$ cat config.mk
export PLATFORM = sky130hd
export DESIGN_NAME = muldiv_top
export DESIGN_NICKNAME = d
export VERILOG_FILES = /design/src/muldiv_pkg.sv /design/src/muldiv_top.sv /design/src/div_unit.sv /design/src/mul_unit.sv /design/src/muldiv_counter.sv /design/src/muldiv_ctrl.sv
export SDC_FILE = /design/constraint.sdc
export NUM_CORES = 2
export LEC_CHECK = 0
export BUFFER_PORTS_ARGS = -buffer_cell sky130_fd_sc_hd__clkbuf_2
export CELL_PAD_IN_SITES_DETAIL_PLACEMENT = 1
export CELL_PAD_IN_SITES_GLOBAL_PLACEMENT = 2
export CORE_MARGIN = 2
export CORE_UTILIZATION = 46
export CTS_CLUSTER_DIAMETER = 40
export DETAILED_ROUTE_END_ITERATION = 16
export PLACE_DENSITY = 0.87
export SYNTH_ARGS = -nofsm -noshare
export SYNTH_HDL_FRONTEND = slang
export SYNTH_SLANG_ARGS = --single-unit
$ cat constraint.sdc
create_clock -name clk -period 12.9 [get_ports clk]
set_clock_uncertainty 0.15 [all_clocks]
set_input_delay 0 -clock clk [delete_from_list [all_inputs] [get_ports clk]]
set_output_delay 0 -clock clk [all_outputs]
set_load 0.01 [all_outputs]
$ cat src/muldiv_pkg.sv
package muldiv_pkg;

  // Operation select, encoded as the RISC-V M-extension funct3
  typedef enum logic [2:0] {
    MUL    = 3'b000,
    MULH   = 3'b001,
    MULHSU = 3'b010,
    MULHU  = 3'b011,
    DIV    = 3'b100,
    DIVU   = 3'b101,
    REM    = 3'b110,
    REMU   = 3'b111
  } muldiv_op_e;

  // Request from the caller, held steady until ready
  typedef struct packed {
    logic              valid;
    muldiv_op_e        op;
    logic       [31:0] a;  // rs1 operand
    logic       [31:0] b;  // rs2 operand
  } muldiv_req_t;

  // Response back to the caller
  typedef struct packed {
    logic        ready;  // One-cycle completion pulse
    logic [31:0] res;
  } muldiv_resp_t;

  // Controller states
  typedef enum logic [2:0] {
    IDLE     = 3'd0,
    MUL_LOAD = 3'd1,  // Operands registered in mul_unit
    MUL_CALC = 3'd2,  // Product being registered
    DIV_RUN  = 3'd3,  // Divider iterating
    DONE     = 3'd4   // Result presented with ready
  } ctrl_state_e;

endpackage
$ cat src/muldiv_top.sv
`timescale 1ns/1ps

module muldiv_top #(
  parameter int XLEN = 32
) (
  input  logic                     clk,
  input  logic                     rst,
  input  muldiv_pkg::muldiv_req_t  req,
  output muldiv_pkg::muldiv_resp_t resp
);

  logic            mul_start;
  logic            div_start;
  logic            step;
  logic            is_div;
  logic            ready;
  logic            last;
  logic            mul_done;
  logic [XLEN-1:0] mul_res;
  logic [XLEN-1:0] div_res;

  muldiv_ctrl i_ctrl (
    .clk       (clk),
    .rst       (rst),
    .req       (req),
    .last      (last),
    .mul_done  (mul_done),
    .mul_start (mul_start),
    .div_start (div_start),
    .step      (step),
    .is_div    (is_div),
    .ready     (ready)
  );

  muldiv_counter #(
    .COUNT (XLEN)  // One iteration per quotient bit
  ) i_counter (
    .clk  (clk),
    .rst  (rst),
    .load (div_start),
    .en   (step),
    .last (last)
  );

  mul_unit #(
    .XLEN (XLEN)
  ) i_mul (
    .clk   (clk),
    .rst   (rst),
    .start (mul_start),
    .op    (req.op),
    .a     (req.a),
    .b     (req.b),
    .done  (mul_done),
    .res   (mul_res)
  );

  div_unit #(
    .XLEN (XLEN)
  ) i_div (
    .clk   (clk),
    .rst   (rst),
    .start (div_start),
    .step  (step),
    .op    (req.op),
    .a     (req.a),
    .b     (req.b),
    .res   (div_res)
  );

  // Both sources are registered and stable while the controller is in DONE
  always_comb
  begin
    resp.ready = ready;
    resp.res   = is_div ? div_res : mul_res;
  end

endmodule

$ cat src/div_unit.sv
`timescale 1ns/1ps

module div_unit #(
  parameter int XLEN = 32
) (
  input  logic                   clk,
  input  logic                   rst,
  input  logic                   start,
  input  logic                   step,
  input  muldiv_pkg::muldiv_op_e op,
  input  logic [XLEN-1:0]        a,
  input  logic [XLEN-1:0]        b,
  output logic [XLEN-1:0]        res
);

  localparam logic [XLEN-1:0] MOST_NEG = {1'b1, {(XLEN-1){1'b0}}};

  logic            op_signed;
  logic            op_rem;
  logic            a_neg;
  logic            b_neg;
  logic [XLEN-1:0] mag_a;
  logic [XLEN-1:0] mag_b;
  logic [XLEN-1:0] quo;      // Dividend shifting out, quotient shifting in
  logic [XLEN-1:0] rem;      // Partial remainder
  logic [XLEN-1:0] dvs;      // Divisor magnitude
  logic [XLEN:0]   rem_sh;
  logic [XLEN:0]   rem_sub;
  logic            fits;     // Divisor goes into the shifted remainder
  logic            neg_q;
  logic            neg_r;
  logic            by_zero;
  logic            ovf;
  logic            is_rem;
  logic [XLEN-1:0] quo_fix;
  logic [XLEN-1:0] rem_fix;

  assign op_signed = (op == muldiv_pkg::DIV) || (op == muldiv_pkg::REM);
  assign op_rem    = (op == muldiv_pkg::REM) || (op == muldiv_pkg::REMU);
  assign a_neg     = op_signed && a[XLEN-1];
  assign b_neg     = op_signed && b[XLEN-1];
  assign mag_a     = a_neg ? -a : a;
  assign mag_b     = b_neg ? -b : b;

  assign rem_sh  = {rem, quo[XLEN-1]};
  assign fits    = (rem_sh >= {1'b0, dvs});
  assign rem_sub = rem_sh - {1'b0, dvs};

  always_ff @(posedge clk)
  begin
    if (start)
    begin
      quo <= mag_a;
      rem <= '0;
      dvs <= mag_b;
    end
    else if (step)  // One restoring shift-subtract
    begin
      quo <= {quo[XLEN-2:0], fits};
      rem <= fits ? rem_sub[XLEN-1:0] : rem_sh[XLEN-1:0];
    end
  end

  always_ff @(posedge clk or posedge rst)
  begin
    if (rst)
    begin
      neg_q   <= 1'b0;
      neg_r   <= 1'b0;
      by_zero <= 1'b0;
      ovf     <= 1'b0;
      is_rem  <= 1'b0;
    end
    else if (start)
    begin
      neg_q   <= a_neg ^ b_neg;
      neg_r   <= a_neg;  // Remainder takes the dividend sign
      by_zero <= (b == '0);
      ovf     <= op_signed && (a == MOST_NEG) && (b == '1);
      is_rem  <= op_rem;
    end
  end

  assign quo_fix = neg_q ? -quo : quo;
  assign rem_fix = neg_r ? -rem : rem;

  // A zero divisor leaves the full dividend in rem, so REM needs no bypass there
  always_comb
  begin
    if (is_rem)
    begin
      res = ovf ? '0 : rem_fix;
    end
    else if (by_zero)
    begin
      res = '1;
    end
    else if (ovf)
    begin
      res = MOST_NEG;
    end
    else
    begin
      res = quo_fix;
    end
  end

  a_no_step_on_start: assert property (@(posedge clk) disable iff (rst) !(start && step))
    else $error("divider stepped in its load cycle");

endmodule

$ cat src/mul_unit.sv
`timescale 1ns/1ps

module mul_unit #(
  parameter int XLEN = 32
) (
  input  logic                   clk,
  input  logic                   rst,
  input  logic                   start,
  input  muldiv_pkg::muldiv_op_e op,
  input  logic [XLEN-1:0]        a,
  input  logic [XLEN-1:0]        b,
  output logic                   done,
  output logic [XLEN-1:0]        res
);

  logic        [XLEN:0]     op_a;      // Operands widened by one sign bit
  logic        [XLEN:0]     op_b;
  logic        [XLEN:0]     factor_a;
  logic        [XLEN:0]     factor_b;
  logic                     high_word; // Upper half selected
  logic                     busy;
  logic signed [2*XLEN+1:0] full_prod;
  logic        [2*XLEN-1:0] prod;

  always_comb
  begin
    case (op)
      muldiv_pkg::MULH:
      begin
        op_a = {a[XLEN-1], a};
        op_b = {b[XLEN-1], b};
      end
      muldiv_pkg::MULHSU:
      begin
        op_a = {a[XLEN-1], a};
        op_b = {1'b0, b};
      end
      default:  // MULHU, and MUL whose low word ignores signs
      begin
        op_a = {1'b0, a};
        op_b = {1'b0, b};
      end
    endcase
  end

  always_ff @(posedge clk)
  begin
    if (start)
    begin
      factor_a <= op_a;
      factor_b <= op_b;
    end
  end

  assign full_prod = $signed(factor_a) * $signed(factor_b);

  always_ff @(posedge clk or posedge rst)
  begin
    if (rst)
    begin
      busy      <= 1'b0;
      done      <= 1'b0;
      high_word <= 1'b0;
      prod      <= '0;
    end
    else
    begin
      done <= 1'b0;
      if (start)  // Stage one
      begin
        busy      <= 1'b1;
        high_word <= (op != muldiv_pkg::MUL);
      end
      else if (busy)  // Stage two
      begin
        busy <= 1'b0;
        done <= 1'b1;
        prod <= full_prod[2*XLEN-1:0];
      end
    end
  end

  assign res = high_word ? prod[2*XLEN-1:XLEN] : prod[XLEN-1:0];

  a_mul_op: assert property (@(posedge clk) disable iff (rst)
      start |-> (op inside {muldiv_pkg::MUL, muldiv_pkg::MULH,
                            muldiv_pkg::MULHSU, muldiv_pkg::MULHU}))
    else $error("multiplier started with a divide operation");

endmodule

$ cat src/muldiv_counter.sv
`timescale 1ns/1ps

module muldiv_counter #(
  parameter int COUNT = 32
) (
  input  logic clk,
  input  logic rst,
  input  logic load,
  input  logic en,
  output logic last
);

  localparam int CW = $clog2(COUNT + 1);

  logic [CW-1:0] count;  // Iterations still to go

  always_ff @(posedge clk or posedge rst)
  begin
    if (rst)
    begin
      count <= '0;
    end
    else if (load)
    begin
      count <= CW'(COUNT);
    end
    else if (en)
    begin
      count <= count - 1'b1;
    end
  end

  assign last = en && (count == CW'(1));  // Final step in progress

  a_no_underflow: assert property (@(posedge clk) disable iff (rst) en |-> (count != '0))
    else $error("divider stepped past its iteration count");

endmodule

$ cat src/muldiv_ctrl.sv
`timescale 1ns/1ps

module muldiv_ctrl (
  input  logic                    clk,
  input  logic                    rst,
  input  muldiv_pkg::muldiv_req_t req,
  input  logic                    last,
  input  logic                    mul_done,
  output logic                    mul_start,
  output logic                    div_start,
  output logic                    step,
  output logic                    is_div,
  output logic                    ready
);

  muldiv_pkg::ctrl_state_e state;
  muldiv_pkg::ctrl_state_e state_next;

  logic req_div;  // Request belongs to the divide group
  logic capture;  // IDLE samples a new request
  logic step_q;
  logic fin;      // Final iteration has been taken

  assign req_div = req.op inside {muldiv_pkg::DIV, muldiv_pkg::DIVU,
                                  muldiv_pkg::REM, muldiv_pkg::REMU};
  assign capture = (state == muldiv_pkg::IDLE) && req.valid;

  // Starts go out in the capture cycle so the datapaths load on the capture edge
  assign mul_start = capture && !req_div;
  assign div_start = capture && req_div;

  always_comb
  begin
    state_next = state;
    case (state)
      muldiv_pkg::IDLE:
      begin
        if (req.valid)
        begin
          state_next = req_div ? muldiv_pkg::DIV_RUN : muldiv_pkg::MUL_LOAD;
        end
      end
      muldiv_pkg::MUL_LOAD: state_next = muldiv_pkg::MUL_CALC;
      muldiv_pkg::MUL_CALC:
      begin
        if (mul_done)
        begin
          state_next = muldiv_pkg::DONE;
        end
      end
      muldiv_pkg::DIV_RUN:
      begin
        if (fin)
        begin
          state_next = muldiv_pkg::DONE;
        end
      end
      default: state_next = muldiv_pkg::IDLE;  // DONE lasts one cycle
    endcase
    if (!req.valid)
    begin
      state_next = muldiv_pkg::IDLE;  // Caller abandoned the operation
    end
  end

  always_ff @(posedge clk or posedge rst)
  begin
    if (rst)
    begin
      state  <= muldiv_pkg::IDLE;
      is_div <= 1'b0;
      step_q <= 1'b0;
      fin    <= 1'b0;
    end
    else
    begin
      state <= state_next;
      if (capture)
      begin
        is_div <= req_div;  // Result select held until the next request
      end
      // Iterations start one cycle after the operands are loaded
      step_q <= (state == muldiv_pkg::DIV_RUN) && (state_next == muldiv_pkg::DIV_RUN) &&
                !last && !fin;
      fin    <= last && (state_next == muldiv_pkg::DIV_RUN);
    end
  end

  assign step  = step_q;
  assign ready = (state == muldiv_pkg::DONE);

  a_last_in_run: assert property (@(posedge clk) disable iff (rst)
      last |-> (state == muldiv_pkg::DIV_RUN))
    else $error("iteration count ended outside a divide");

  a_done_after_load: assert property (@(posedge clk) disable iff (rst)
      mul_done |-> ($past(state) == muldiv_pkg::MUL_LOAD))
    else $error("multiplier finished out of step with its load");

endmodule

==> out/qor.csv <==
metric;value;unit
totalWireLength;162000;um
netlist_top_cells_area;fa_1 (43%), inv_1 (8.1%), edfxtp_1 (7.4%);
synth_enable_flop_cells;130;
ioPinCount;103;
min_path_type;input port to register;
grt_pass1_vias;45440;
tightest_slew;1105;ps
met1_usage;0.3563;
timing.final.crit_share;0.6904;
top_usage_layer;met2;
num_vias;39230;
track_usage;0.2871;
synthToLayoutAreaGrowth;7.812;%
final_nets;7118;
syn_nets;7117;
synth-seq-cells;246;
setup_tns;0;ps
dp_hpwl;128900;um
required;13150;ps
final_cell_mix;inv_1 (1130), fa_1 (1126), nand2_1 (816);
synth-async-reset-ratio;0.3415;
worst_setup_path_end_kind;register;
worst_r2r_startpoint;i_mul.factor_a[32];
portBuffers;102;
drive_above_1_share;0.05154;
die_x;341.6;um
cap_violations;0;
post_cts_buffers;0;
cp-start-kind;register;
hold_ws;66.47;ps
fin_area;56520;um2
cp_data_arrival_time;9160;ps
drt_iter0_drc;1897;
period_minus_slack;8907;ps
gp_routability_congestion;0.8896;
final_common_cell;inv_1;
max_freq;112.3;MHz
coreArea;112800;um2
initial_core_util;0.4647;
worstSkewPairLatency;570;ps
fp.dieArea;116700;um2
detail_route.wl_per_cell;22.46;um
postRouteAntennaNets;0;
hold_path_startpoint;req[32];
cts_made_buffers;43;
use_met2;0.5188;
seq_area_frac_synth;0.1268;
clockBufferDepth;3;
htree_levels;2;
setup_violations;0;
yosysTopAreaCellShare;0.4300;
clk_pin_slew;50;ps
crit_start;i_mul.factor_a[32];
syn_area;52420;um2
relSlewSlack;0.2634;
grt_pass1_wl;258300;um
ys_warn_count;0;
slew_violations;0;
drc;0;
met3_usage;0.03461;
outcome;completed;
die_h;341.6;um
synth.avg_cell_area;9.245;um2
hold_violations;0;
crit_fanout;32;
core.rowCount;123;
antenna_found_initial;18;
cts_sinks;246;
cts_root_buf;clkbuf_16;
rsz0062_at_grt;no;
dpl_cell_area;54300;um2
final_core_util;0.5010;
overflow;0;
synth_area_leader_cell;fa_1;
syn_inst;5670;
synth_cell_types;77;
firstDrtPassIters;5;
critical_path_class;register to register;
grt_max_degree;95;
cts_tree;done;
ys.flop_type;edfxtp_1;
viasPerCell;5.441;
-- cell families after synthesis --
kind of cell	synth area share
AOI/OAI and AO/OA	0.07473
xor gates and xnor gates	0.03709
adders and majority gates	0.4899
buffers and inverters	0.1028
DFF	0.1268
muxes	0.01076
and+or+nand+nor	0.1579
-- flip-flops by register name, indices dropped and copies added, names as in the netlist, 3 cells and up --
register and cells:
i_counter.count 6, i_mul.factor_a 33, i_div.dvs 32, i_mul.factor_b 33
i_mul.prod 64, i_div.quo 32, i_ctrl.state 3, i_div.rem 32
-- stage by stage --
stage	cells	worst slack (ps)
after floorplan	5670	4945
after global placement	7055	4250
after detailed placement	7055	4006
after CTS	7204	3954
after global routing	7207	3456
final	7210	3993
-- final timing paths --
| path | cells after the start | slack, ps | to |
|---|---|---|---|
| setup / recovery | 25 | 3990 | i_mul.prod[62] |
| hold / removal | 2 | 70 | i_mul.factor_a[0] |
| setup reg to reg | 25 | 3990 | i_mul.prod[62] |
| hold reg to reg | 1 | 280 | i_ctrl.step |
| max in group asynchronous | 5 | 10900 | i_mul.prod[62] |
| min in group asynchronous | 4 | 440 | i_ctrl.is_div |
-- cell usage after synthesis, types with 5 or more instances --
library cell  count
fa_1           1126
o21bai_1         15
clkbuf_1        283
mux2i_1          53
o211ai_1         20
xor2_1           92
nand2b_1         31
nor4_1           18
ha_1            251
nor2_1          154
xnor2_1         130
dfrtp_1          84
dfxtp_1          32
o31ai_1          33
a211oi_1         33
o21a_1           21
or3_1            13
and2_1          521
a21o_1           35
nand3_1          32
a31oi_1          16
or4_1            15
edfxtp_1        130
nand2_1         817
o21ai_0         237
a21boi_0          8
nor3_1           26
nand4_1          26
a21oi_1         134
nor2b_1          23
a211o_1           9
buf_1             8
o21ai_1          14
inv_1          1131
and3_1            5
o41ai_1          11
-- final cells by class --
class	instances	area, um2
Tap cell	1500	1877
Multi-Input combinational cell	3993	40410
Sequential cell	246	6649
Clock buffer	50	1176
Inverter	1133	4254
Fill cell	12850	56290
Clock inverter	28	311.5
Timing Repair Buffer	254	1829
Antenna cell	6	15.01
-- routing by layer --
metal / vias to the layer above / share of wire
met5: - / 0.00031
met3: 303 / 0.045
met1: 20820 / 0.40
met2: 923 / 0.52
met4: 8 / 0.036
li1: 17180 / -
-- what timing repair did --
item / CTS / global route
endpoints found under the hold margin: 174 / 0
hold buffers: 71 / 0
resized for setup: 0 / 0
-- critical path, cell delays in order, from the launching register on --
cell,delay (ps)
edfxtp_1,330
buf_4,350
nand2_1,170
inv_1,140
fa_1,510
fa_1,590
fa_1,890
inv_1,240
fa_1,980
inv_1,320
fa_1,540
fa_1,540
inv_1,50
fa_1,470
fa_1,510
inv_1,50
ha_1,360
inv_1,230
o21ai_0,130
a21oi_1,150
nor2_1,60
o211a_1,210
a2111oi_0,350
o31ai_1,150
xnor2_1,160
o21ai_1,70
Power is left out: the tool's default activity adds up to more than one toggle a clock period on the data nets, which glitch-free logic cannot reach.
